[src/ad7980_pkg.sv]
package ad7980_pkg;

    // One conversion result, straight binary from the converter
    typedef logic [15:0] adc_sample_t;

    typedef logic [7:0]  apb_addr_t;
    typedef logic [31:0] apb_data_t;

    // Register map, one 32-bit word per register
    localparam apb_addr_t REG_CTRL   = 8'h00;
    localparam apb_addr_t REG_STATUS = 8'h04;
    localparam apb_addr_t REG_DATA   = 8'h08;
    localparam apb_addr_t REG_COUNT  = 8'h0C;

    // CTRL bits
    localparam int CTRL_EN_BIT    = 0;   // Continuous conversion enable
    localparam int CTRL_START_BIT = 1;   // One-shot request, reads back 0

    // STATUS bits
    localparam int STAT_BUSY_BIT  = 0;
    localparam int STAT_LEVEL_LSB = 4;   // Four-bit FIFO level field
    localparam int STAT_OVF_BIT   = 8;   // Sticky, write 1 to clear

endpackage

[src/ad7980_apb_regs.sv]
`timescale 1ns/1ps

module ad7980_apb_regs
(
    input  logic                    fpga_clk_i,
    input  logic                    reset_i,
    input  logic                    psel_i,
    input  logic                    penable_i,
    input  logic                    pwrite_i,
    input  ad7980_pkg::apb_addr_t   paddr_i,
    input  ad7980_pkg::apb_data_t   pwdata_i,
    output ad7980_pkg::apb_data_t   prdata_o,
    output logic                    pready_o,
    output logic                    pslverr_o,
    output logic                    enable_o,
    output logic                    start_o,
    input  logic                    busy_i,
    input  logic                    sample_valid_i,
    input  ad7980_pkg::adc_sample_t fifo_head_i,
    input  logic [3:0]              fifo_level_i,
    input  logic                    fifo_ovf_i,
    output logic                    fifo_pop_o,
    output logic                    ovf_clear_o
);
    import ad7980_pkg::*;

    apb_data_t conv_count;
    logic      wr_acc;
    logic      rd_acc;
    logic      addr_ok;
    logic      fifo_nonempty;

    assign wr_acc        = psel_i && penable_i && pwrite_i;
    assign rd_acc        = psel_i && penable_i && !pwrite_i;
    assign addr_ok       = paddr_i inside {REG_CTRL, REG_STATUS, REG_DATA, REG_COUNT};
    assign fifo_nonempty = (fifo_level_i != 4'd0);

    assign pready_o  = 1'b1;   // No wait states
    assign pslverr_o = psel_i && penable_i && !addr_ok;

    always_ff @(posedge fpga_clk_i)
    begin
        if (reset_i)
        begin
            enable_o   <= 1'b0;
            start_o    <= 1'b0;
            conv_count <= '0;
        end
        else
        begin
            // Start is a single-cycle request and never stays set
            start_o <= wr_acc && (paddr_i == REG_CTRL) && pwdata_i[CTRL_START_BIT];
            if (wr_acc && (paddr_i == REG_CTRL))
            begin
                enable_o <= pwdata_i[CTRL_EN_BIT];
            end
            if (sample_valid_i)
            begin
                conv_count <= conv_count + 1'b1;   // Counts dropped samples too
            end
        end
    end

    assign ovf_clear_o = wr_acc && (paddr_i == REG_STATUS) && pwdata_i[STAT_OVF_BIT];
    assign fifo_pop_o  = rd_acc && (paddr_i == REG_DATA) && fifo_nonempty;

    always_comb
    begin
        prdata_o = '0;
        if (rd_acc)
        begin
            case (paddr_i)
                REG_CTRL:
                begin
                    prdata_o[CTRL_EN_BIT] = enable_o;
                end
                REG_STATUS:
                begin
                    prdata_o[STAT_BUSY_BIT]       = busy_i;
                    prdata_o[STAT_LEVEL_LSB +: 4] = fifo_level_i;
                    prdata_o[STAT_OVF_BIT]        = fifo_ovf_i;
                end
                REG_DATA:
                begin
                    if (fifo_nonempty)
                    begin
                        prdata_o[$bits(adc_sample_t)-1:0] = fifo_head_i;
                    end
                end
                REG_COUNT:
                begin
                    prdata_o = conv_count;
                end
                default:
                begin
                    prdata_o = '0;
                end
            endcase
        end
    end

    // A pop without a concurrent sample takes exactly one word out of the FIFO
    a_pop_drains: assert property (@(posedge fpga_clk_i) disable iff (reset_i)
        fifo_pop_o && !sample_valid_i |-> fifo_nonempty ##1
        fifo_level_i == $past(fifo_level_i) - 4'd1);

endmodule

[src/ad7980_dev_if.sv]
`timescale 1ns/1ps

module ad7980_dev_if
#(
    parameter int CYCLE_CLKS = 100,
    parameter int CNV_CLKS   = 67,
    parameter int SCLK_DIV   = 2
)
(
    input  logic                    fpga_clk_i,
    input  logic                    reset_i,
    input  logic                    enable_i,
    input  logic                    start_i,
    output logic                    busy_o,
    output logic                    sample_valid_o,
    output ad7980_pkg::adc_sample_t sample_o,
    input  logic                    adc_sdo_i,
    output logic                    adc_cnv_o,
    output logic                    adc_sclk_o
);
    import ad7980_pkg::*;

    localparam int SAMPLE_BITS = $bits(adc_sample_t);
    localparam int CYC_W       = $clog2(CYCLE_CLKS + 1);
    localparam int CNV_W       = $clog2(CNV_CLKS + 1);
    localparam int DIV_W       = $clog2(SCLK_DIV + 1);
    localparam int BIT_W       = $clog2(SAMPLE_BITS + 1);

    typedef enum logic [1:0] {IDLE, CONVERT, READ, DONE} state_t;

    state_t           state;
    logic [CYC_W-1:0] cycle_cnt;
    logic [CNV_W-1:0] cnv_cnt;
    logic [DIV_W-1:0] div_cnt;
    logic [BIT_W-1:0] bit_cnt;
    logic             sclk;
    logic             start_pend;
    logic             launch;
    logic             half_done;
    adc_sample_t      shift_reg;

    // A new cycle may begin only once the previous one's period has run out
    assign launch    = (state == IDLE) && (cycle_cnt == '0) &&
                       (enable_i || start_pend || start_i);
    assign half_done = (div_cnt == '0);

    always_ff @(posedge fpga_clk_i)
    begin
        if (reset_i)
        begin
            state      <= IDLE;
            cycle_cnt  <= '0;
            cnv_cnt    <= '0;
            div_cnt    <= '0;
            bit_cnt    <= '0;
            sclk       <= 1'b0;
            start_pend <= 1'b0;
        end
        else
        begin
            if (launch)
            begin
                cycle_cnt <= CYC_W'(CYCLE_CLKS - 1);
            end
            else if (cycle_cnt != '0)
            begin
                cycle_cnt <= cycle_cnt - 1'b1;
            end

            // Remember a one-shot request that lands while a conversion runs
            if (launch)
            begin
                start_pend <= 1'b0;
            end
            else if (start_i)
            begin
                start_pend <= 1'b1;
            end

            case (state)
                IDLE:
                begin
                    if (launch)
                    begin
                        state   <= CONVERT;
                        cnv_cnt <= CNV_W'(CNV_CLKS - 1);
                    end
                end
                CONVERT:
                begin
                    if (cnv_cnt == '0)
                    begin
                        state   <= READ;
                        div_cnt <= DIV_W'(SCLK_DIV - 1);
                        bit_cnt <= '0;
                    end
                    else
                    begin
                        cnv_cnt <= cnv_cnt - 1'b1;
                    end
                end
                READ:
                begin
                    if (half_done)
                    begin
                        div_cnt <= DIV_W'(SCLK_DIV - 1);
                        sclk    <= ~sclk;
                        if (!sclk)
                        begin
                            bit_cnt <= bit_cnt + 1'b1;   // Rising edge
                        end
                        else if (bit_cnt == BIT_W'(SAMPLE_BITS))
                        begin
                            state <= DONE;   // Last falling edge leaves SCLK low
                        end
                    end
                    else
                    begin
                        div_cnt <= div_cnt - 1'b1;
                    end
                end
                DONE:
                begin
                    state <= IDLE;
                end
            endcase
        end
    end

    // SDO is stable here since the model only moves it on falling edges
    always_ff @(posedge fpga_clk_i)
    begin
        if (state == READ && half_done && !sclk)
        begin
            shift_reg <= {shift_reg[SAMPLE_BITS-2:0], adc_sdo_i};
        end
    end

    assign sample_o       = shift_reg;
    assign sample_valid_o = (state == DONE);
    assign busy_o         = (state != IDLE);
    assign adc_cnv_o      = (state == CONVERT);
    assign adc_sclk_o     = sclk;

    a_sclk_quiet_in_cnv: assert property (@(posedge fpga_clk_i) disable iff (reset_i)
        !(adc_sclk_o && adc_cnv_o));

    a_valid_single: assert property (@(posedge fpga_clk_i) disable iff (reset_i)
        sample_valid_o |=> !sample_valid_o);

endmodule

[src/ad7980_sample_fifo.sv]
`timescale 1ns/1ps

module ad7980_sample_fifo
#(
    parameter int FIFO_DEPTH = 8   // Power of two from 2 to 8
)
(
    input  logic                    fpga_clk_i,
    input  logic                    reset_i,
    input  logic                    wr_en_i,
    input  ad7980_pkg::adc_sample_t wr_data_i,
    input  logic                    rd_en_i,
    output ad7980_pkg::adc_sample_t rd_data_o,
    output logic [3:0]              level_o,
    output logic                    overflow_o,
    input  logic                    ovf_clear_i
);
    import ad7980_pkg::*;

    localparam int ADDR_W = $clog2(FIFO_DEPTH);

    adc_sample_t     mem [FIFO_DEPTH];
    logic [ADDR_W:0] wr_ptr;
    logic [ADDR_W:0] rd_ptr;
    logic [ADDR_W:0] count;
    logic            full;
    logic            empty;
    logic            do_wr;
    logic            do_rd;

    // Extra pointer bit tells full from empty
    assign count = wr_ptr - rd_ptr;
    assign full  = (count == (ADDR_W+1)'(FIFO_DEPTH));
    assign empty = (wr_ptr == rd_ptr);
    assign do_wr = wr_en_i && !full;   // The converter cannot stall, so a full FIFO drops
    assign do_rd = rd_en_i && !empty;

    always_ff @(posedge fpga_clk_i)
    begin
        if (reset_i)
        begin
            wr_ptr     <= '0;
            rd_ptr     <= '0;
            overflow_o <= 1'b0;
        end
        else
        begin
            if (do_wr)
            begin
                wr_ptr <= wr_ptr + 1'b1;
            end
            if (do_rd)
            begin
                rd_ptr <= rd_ptr + 1'b1;
            end
            if (wr_en_i && full)
            begin
                overflow_o <= 1'b1;   // A new drop wins over a clear
            end
            else if (ovf_clear_i)
            begin
                overflow_o <= 1'b0;
            end
        end
    end

    always_ff @(posedge fpga_clk_i)
    begin
        if (do_wr)
        begin
            mem[wr_ptr[ADDR_W-1:0]] <= wr_data_i;
        end
    end

    assign rd_data_o = mem[rd_ptr[ADDR_W-1:0]];
    assign level_o   = 4'(count);

    a_level_bound: assert property (@(posedge fpga_clk_i) disable iff (reset_i)
        level_o <= 4'(FIFO_DEPTH));

endmodule

[src/ad7980_top.sv]
`timescale 1ns/1ps

module ad7980_top
#(
    parameter int CYCLE_CLKS = 100,
    parameter int CNV_CLKS   = 67,
    parameter int SCLK_DIV   = 2,
    parameter int FIFO_DEPTH = 8
)
(
    input  logic                  fpga_clk_i,
    input  logic                  reset_i,
    input  logic                  psel_i,
    input  logic                  penable_i,
    input  logic                  pwrite_i,
    input  ad7980_pkg::apb_addr_t paddr_i,
    input  ad7980_pkg::apb_data_t pwdata_i,
    output ad7980_pkg::apb_data_t prdata_o,
    output logic                  pready_o,
    output logic                  pslverr_o,
    input  logic                  adc_sdo_i,
    output logic                  adc_cnv_o,
    output logic                  adc_sclk_o
);
    import ad7980_pkg::*;

    logic        enable;
    logic        start;
    logic        busy;
    logic        sample_valid;
    adc_sample_t sample;
    adc_sample_t fifo_head;
    logic [3:0]  fifo_level;
    logic        fifo_ovf;
    logic        fifo_pop;
    logic        ovf_clear;

    ad7980_dev_if #(
        .CYCLE_CLKS (CYCLE_CLKS),
        .CNV_CLKS   (CNV_CLKS),
        .SCLK_DIV   (SCLK_DIV)
    ) dev_if0 (
        .fpga_clk_i     (fpga_clk_i),
        .reset_i        (reset_i),
        .enable_i       (enable),
        .start_i        (start),
        .busy_o         (busy),
        .sample_valid_o (sample_valid),
        .sample_o       (sample),
        .adc_sdo_i      (adc_sdo_i),
        .adc_cnv_o      (adc_cnv_o),
        .adc_sclk_o     (adc_sclk_o)
    );

    ad7980_sample_fifo #(
        .FIFO_DEPTH (FIFO_DEPTH)
    ) fifo0 (
        .fpga_clk_i  (fpga_clk_i),
        .reset_i     (reset_i),
        .wr_en_i     (sample_valid),
        .wr_data_i   (sample),
        .rd_en_i     (fifo_pop),
        .rd_data_o   (fifo_head),
        .level_o     (fifo_level),
        .overflow_o  (fifo_ovf),
        .ovf_clear_i (ovf_clear)
    );

    ad7980_apb_regs regs0 (
        .fpga_clk_i     (fpga_clk_i),
        .reset_i        (reset_i),
        .psel_i         (psel_i),
        .penable_i      (penable_i),
        .pwrite_i       (pwrite_i),
        .paddr_i        (paddr_i),
        .pwdata_i       (pwdata_i),
        .prdata_o       (prdata_o),
        .pready_o       (pready_o),
        .pslverr_o      (pslverr_o),
        .enable_o       (enable),
        .start_o        (start),
        .busy_i         (busy),
        .sample_valid_i (sample_valid),
        .fifo_head_i    (fifo_head),
        .fifo_level_i   (fifo_level),
        .fifo_ovf_i     (fifo_ovf),
        .fifo_pop_o     (fifo_pop),
        .ovf_clear_o    (ovf_clear)
    );

endmodule

[config.mk]
export PLATFORM = sky130hd
export DESIGN_NAME = ad7980_top
export DESIGN_NICKNAME = d
export VERILOG_FILES = /design/src/ad7980_pkg.sv /design/src/ad7980_apb_regs.sv /design/src/ad7980_dev_if.sv /design/src/ad7980_sample_fifo.sv /design/src/ad7980_top.sv
export SDC_FILE = /design/constraint.sdc
export NUM_CORES = 1
export LEC_CHECK = 0
export ABC_AREA = 0
export BUFFER_PORTS_ARGS = -buffer_cell sky130_fd_sc_hd__buf_2
export CORE_MARGIN = 2
export CORE_UTILIZATION = 35
export DETAILED_ROUTE_END_ITERATION = 12
export GPL_TIMING_DRIVEN = 1
export SLEW_MARGIN = 10
export SYNTH_ARGS = -nofsm -noshare
export SYNTH_HDL_FRONTEND = slang
export SYNTH_SLANG_ARGS = --single-unit
[constraint.sdc]
create_clock -name fpga_clk_i -period 3.9 [get_ports fpga_clk_i]
set_input_delay 0.78 -clock fpga_clk_i [delete_from_list [all_inputs] [get_ports fpga_clk_i]]
set_output_delay 0.78 -clock fpga_clk_i [all_outputs]
set_load 0.05 [all_outputs]
# Yosys cells after proc, flatten, opt, wreduce, memory -nomap -nowiden
# Memories as Yosys holds them, arrays and structs flattened. A register that Yosys moved wholly into a read port is not among the register bits.
# Index checks and enable logic that the tools add are counted.
[word_totals] ff_bits=84 mem_bits_rw=128 in_bits=46 out_inout_bits=36 word_cells=115 memories=1
[mem_list] memory="fifo0.mem" words=8 word_bits=16 rd=1 rd_ports_with_merged_regs=1 write_ports=1 line_no="ad7980_sample_fifo.sv:22" source="adc_sample_t mem [FIFO_DEPTH];"
[classes] addsub=8 eq_ne=16 muxes=31 n_bitwise=1 n_reduce_logical=43
[ops] cell="$add A32 B1 Y32 const B" n=1
[ops] cell="$mux W16" n=2
[ops] cell="$mux W32" n=1
[ops] cell="$mux W7" n=4
[ops] cell="$pmux W7 S2" n=2
[ops] cell="$logic_and A1 B1 Y1" n=17
[ops] cell="$eq A8 B4 Y1 const B" n=2
[ops] cell="$mux W5" n=3
[ops] cell="$pmux W5 S3" n=1
[ops] cell="$logic_not A7 Y1" n=2
[ops] cell="$mux W2" n=7
[ops] cell="$sub A7 B1 Y7 const B" n=2
[ops] cell="$ne A2 B1 Y1 const B" n=5
[ops] cell="$pmux W5 S2" n=1
[ops] cell="$reduce_bool A2 Y1" n=5
[ops] cell="$add A4 B1 Y4 const B" n=2
[ops] cell="$eq A8 B3 Y1 const B" n=1
[ops] cell="$logic_not A8 Y1" n=1
[ops] cell="$pmux W2 S4" n=1
[ops] cell="$reduce_bool A4 Y1" n=2
[ops] cell="$reduce_bool A7 Y1" n=1
[ops] cell="$mux W3" n=2
[ops] cell="$pmux W3 S2" n=1
[ops] cell="$add A5 B1 Y5 const B" n=1
[ops] cell="20 further kinds" n=32

# Logic depth before layout (Yosys ltp)
[depth] ltp_word=7 ltp_mapped=11 depth_no_buf=9

# By module
# A second synthesis with hierarchy kept.
[unflattened] hier_cells=702 hier_area_um2=9633.0
[modules_own_cells] mod="ad7980_sample_fifo" instances=1 cells_each=266 area_per_inst_um2=5699.2 seq_area_each_um2=4083.9
[modules_own_cells] mod="ad7980_apb_regs" instances=1 cells_each=257 area_per_inst_um2=2074.5 seq_area_each_um2=680.7
[modules_own_cells] mod="ad7980_dev_if" instances=1 cells_each=179 area_per_inst_um2=1859.3 seq_area_each_um2=980.9

# Least setup slack after synthesis
# OpenSTA, ideal clock, no wires.
[synth_timing] path_type="register -> output" startpoint="reg fifo0.wr_ptr[0]" endpoint="out prdata_o[0]" t_arrival_ns=3.312 t_required_ns=3.120 slack_ns=-0.192 path_stages_with_launch=11 n_path_buf=1 cell_sequence="dfxtp_1 > inv_1 > ha_1 > inv_1 > fa_1 > xor2_1 > or3b_1 > o21ba_4 > or4b_4 > buf_6 > o21ai_0"
[synth_between] elab_chain_cells=5
[synth_rtl] item="from (decl)" line_no="ad7980_sample_fifo.sv:23" source="logic [ADDR_W:0] wr_ptr;"
[synth_rtl] item="from (signal assigned)" line_no="ad7980_sample_fifo.sv:50" source="wr_ptr <= wr_ptr + 1'b1;"
[synth_rtl] item="$sub A4 B4 Y4" line_no="ad7980_sample_fifo.sv:32" source="assign count = wr_ptr - rd_ptr;"
[synth_rtl] item="$reduce_bool A4 Y1" line_no="ad7980_apb_regs.sv:36" source="assign fifo_nonempty = (fifo_level_i != 4'd0);"
[synth_rtl] item="$mux W16" line_no="ad7980_apb_regs.sv:85" source="if (fifo_nonempty)"
[synth_rtl] item="$pmux W1 S4" line_no="ad7980_apb_regs.sv:72" source="case (paddr_i)"
[synth_rtl] item="$mux W32" line_no="ad7980_apb_regs.sv:70" source="if (rd_acc)"
[synth_rtl] item="to (decl)" line_no="ad7980_top.sv:18" source="output ad7980_pkg::apb_data_t prdata_o,"
# Every way passes these cells.

# Worst setup path in the final report
[layout_timing] startpoint="reg fifo0.wr_ptr[0]" endpoint="out prdata_o[2]"
[layout_between] elab_chain_cells=5
[layout_rtl] item="$sub A4 B4 Y4" line_no="ad7980_sample_fifo.sv:32"
[layout_rtl] item="$reduce_bool A4 Y1" line_no="ad7980_apb_regs.sv:36"
[layout_rtl] item="$mux W16" line_no="ad7980_apb_regs.sv:85"
[layout_rtl] item="$pmux W3 S2" line_no="ad7980_apb_regs.sv:72"
[layout_rtl] item="$mux W32" line_no="ad7980_apb_regs.sv:70"
# Every way passes these cells.

==> results by group <==
Timing
  – Slew HR: 0.248
  – Slew Viols, Final: 0
  – Setup-failing EPs final: 0
  – Worst setup margin: 0.0843 ns
  – Final Hold Fails: 0
  – Actual slew at the worst max-slew pin: 1.13 ns
  – Final Cycle Share: 0.978
  – Achievable Freq: 262 MHz
  – Clock Skews: 0.00789 ns
  – Fin crit period: 3.82 ns

Cells and area
  – Syn-to-layout area delta: 19.8%
  – Commonest non-fill, non-tap cells in the layout: edfxtp_1 (144), dfxtp_1 (68), nor2_1 (64)
  – Non-Filler Instances: 1,082
  – Most common cell after layout, fill and taps aside: edfxtp_1
  – Nets: 791
  – Fillers: 2,344
  – Antenna diodes: 0
  – Sequential cell area: 5750 um^2
  – Multi-input logic area: 3460 um^2
  – Share of layout cells above drive strength 1: 0.260

CTS
  – Clock buffer depth: 3
  – CTS root buffer: clkbuf_16
  – Clk sinks: 215
  – CTS tree: built
  – CTS H-tree depth: 1
  – Clk Latency, worst-skew pair: 0.53 ns
  – Clock transition at path regs: 0.06 ns
  – CTS Hold Buffers Added: 0
  – Num CTS Buffers: 25

Die
  – Total die area: 27,600 um^2
  – Die H: 166 um
  – Core Region: 25,900 um^2
  – I/O pins: 82
  – Die span in x: 166 um
  – Num rows: 59
  – Initial Util: 0.355

Placed design
  – GPL Wtd Cong: 0.737
  – Placed cells: 1,032
  – Place WS: 0.266 ns
  – Input/output buffers: 51
  – Dpl hpwl: 11,600 um

Global route
  – First-pass GRT wire length: 30,400 um
  – Tot GR Track Use: 0.138
  – Vias in the first global route: 5,401
  – Total congestion overflow: 0
  – Pin count of the biggest net entering global routing: 41
  – Initial antenna violation count: 0

Min path
  – Hold Path Depth: 1
  – Type of the most critical hold path: input pin to register
  – Hold EP: dev_if0.sample_o[0]
  – HP Start: adc_sdo_i

Worst setup path
  – Worst r2r src: fifo0.wr_ptr[0]
  – Cell count of the worst reg-to-reg path: 12
  – Element type at the critical path start: register
  – Worst r2r dst: fifo0.mem[0][5]
  – Endpoint class of the critical path: output port
  – Critical Path AT: 3.04 ns
  – R2R Setup Slk: 0.90 ns
  – Crit Path Max Fanout: 8
  – Crit Path Category: register to output port
  – Req. time, crit path: 3.12 ns

Drt
  – Detailed-route wire length per cell: 17.7 um
  – DR pass1 iterations: 4
  – DRC errors left: 0
  – Vias: 5,459
  – Routed wire length: 19,100 um
  – DRT iter0 DRCs: 416
  – Routed vias/inst: 5.05
  – Routed Antenna Nets: 0

Synth
  – FF+latch count, synth: 215
  – Syn_nets: 716
  – Synth Cell Area: 9210 um^2
  – Synth unique cells: 68
  – Asr flop ratio synth: 0
  – Main area contributors after synthesis: edfxtp_1 (47%), dfxtp_1 (15%), mux4_2 (7.8%)
  – Sequential fraction of the synthesis area: 0.624
  – Synth top area share: 0.470
  – Top FF cell, synth: edfxtp_1
  – Avg Inst Size Synth: 14.1 um^2
  – Post-synth EDFFs: 144
  – Yosys warning count: 0
  – Post-synth top area cell: edfxtp_1
  – Cells after synthesis: 653

Job
  – Max-Cap Viols: 0

Run status
  – Run status: complete, no violations

Pwr
  – Power per Cell Area: 463 nW/um^2
  – Lkg Pwr: 3.68 nW
  – Maximum vdd drop: 0.000367 V
## sequential cells by signal (all words and copies together), names as in the netlist, 2 cells and up, named ones only
signal	count
regs0.conv_count	32
dev_if0.div_cnt	2
fifo0.mem	128
dev_if0.bit_cnt	5
dev_if0.sample_o	16
dev_if0.cycle_cnt	7
dev_if0.cnv_cnt	7
fifo0.wr_ptr	4
fifo0.rd_ptr	4
dev_if0.state	2
## stage by stage
step           setup TNS [ns]  power [mW]   util  hold slack, ns  instance area (um^2)
2_1_floorplan               0        2.86      -           0.448                  9210
3_3_place_gp                0        2.93  0.385           0.464                  9970
3_5_place_dp                0        2.94  0.385           0.467                  9970
4_1_cts                     0        5.16  0.422           0.412                 10900
5_1_grt               -0.0194        5.30  0.426           0.414                 11000
6_report                    0        5.10  0.426           0.431                 11000
## repair_timing
action                     in CTS  in global routing
buffers inserted                2                  1
gates cloned                    1                  0
resized for setup              36                 20
setup endpoints to repair      16                 16
pin swaps                       8                  4
## cell usage after synthesis (3+ instances only)
library cell    n
inv_1          20
o2bb2ai_2       9
nand2_1        21
a21oi_1        15
nand4_1        22
buf_2           3
nor3_1         16
and2_1         23
o21ai_0         8
xor2_1         33
buf_1           4
or3_1           3
mux2_2          3
nor4_1          5
or4_1           3
nor3b_1         5
dfxtp_1        71
o31ai_1         5
mux4_2         32
edfxtp_1      144
xnor2_1        12
nand3_1        17
nor2b_1         4
nor2_1         65
ha_1           16
clkbuf_1       16
and4_1          3
and3_1          4
o22ai_1         6
mux2i_1        24
## logic make-up after synthesis
| family | after synthesis | share of synthesized area |
|---|---|---|
| DFF | 215 | 0.624 |
| xor gates and xnor gates | 45 | 0.0428 |
| other | 1 | 0.000407 |
| muxes | 59 | 0.108 |
| adders and majority gates | 17 | 0.0239 |
| AOI/OAI and AO/OA | 63 | 0.0579 |
| buffers and inverters | 46 | 0.0222 |
| and+or+nand+nor | 207 | 0.121 |
## how the worst max path moves through the flow
stage                    start  cells past startpoint           to
6_report       fifo0.wr_ptr[0]                      9  prdata_o[2]
5_1_grt        fifo0.rd_ptr[2]                      8  prdata_o[7]
4_1_cts        fifo0.wr_ptr[0]                     10  prdata_o[8]
3_5_place_dp        paddr_i[1]                      6  prdata_o[8]
3_3_place_gp        paddr_i[1]                      6  prdata_o[8]
2_1_floorplan  fifo0.wr_ptr[0]                     10  prdata_o[4]
## report_power, final
group	switching, mW	internal, mW	leakage [nW]	total, mW
Combinational	0.213	0.156	1.42	0.370
Sequential	0.0574	2.46	1.87	2.52
Clock	0.924	1.29	0.393	2.22
Total	1.19	3.91	3.68	5.10
## layer usage
layer | GRT usage | routed length (um) | part of all wire
met1 | 0.187 | 8890 | 0.46
met2 | 0.228 | 9130 | 0.48
met3 | 0.0248 | 663 | 0.035
met4 | 0.0439 | 436 | 0.023
met5 | 0 | 0 | 0
## critical path, cell delays in order (launching register included)
cell and delay [ns]:
dfxtp_1 0.32, inv_2 0.06, ha_2 0.16, inv_1 0.05
fa_2 0.52, or3b_1 0.12, o21ba_4 0.17, or4b_4 0.67
o2bb2ai_4 0.21, buf_4 0.22
## cell type report
| class | instances | area share |
|---|---|---|
| sequential | 215 | 0.522 |
| multi-input combinational | 393 | 0.313 |
| clock buffer | 32 | 0.0609 |
| timing repair buffer | 73 | 0.0488 |
| tap | 335 | 0.0380 |
| clock inverter | 14 | 0.0104 |
| inverter | 20 | 0.00681 |
No activity file was read; power rests on OpenSTA's default activity.
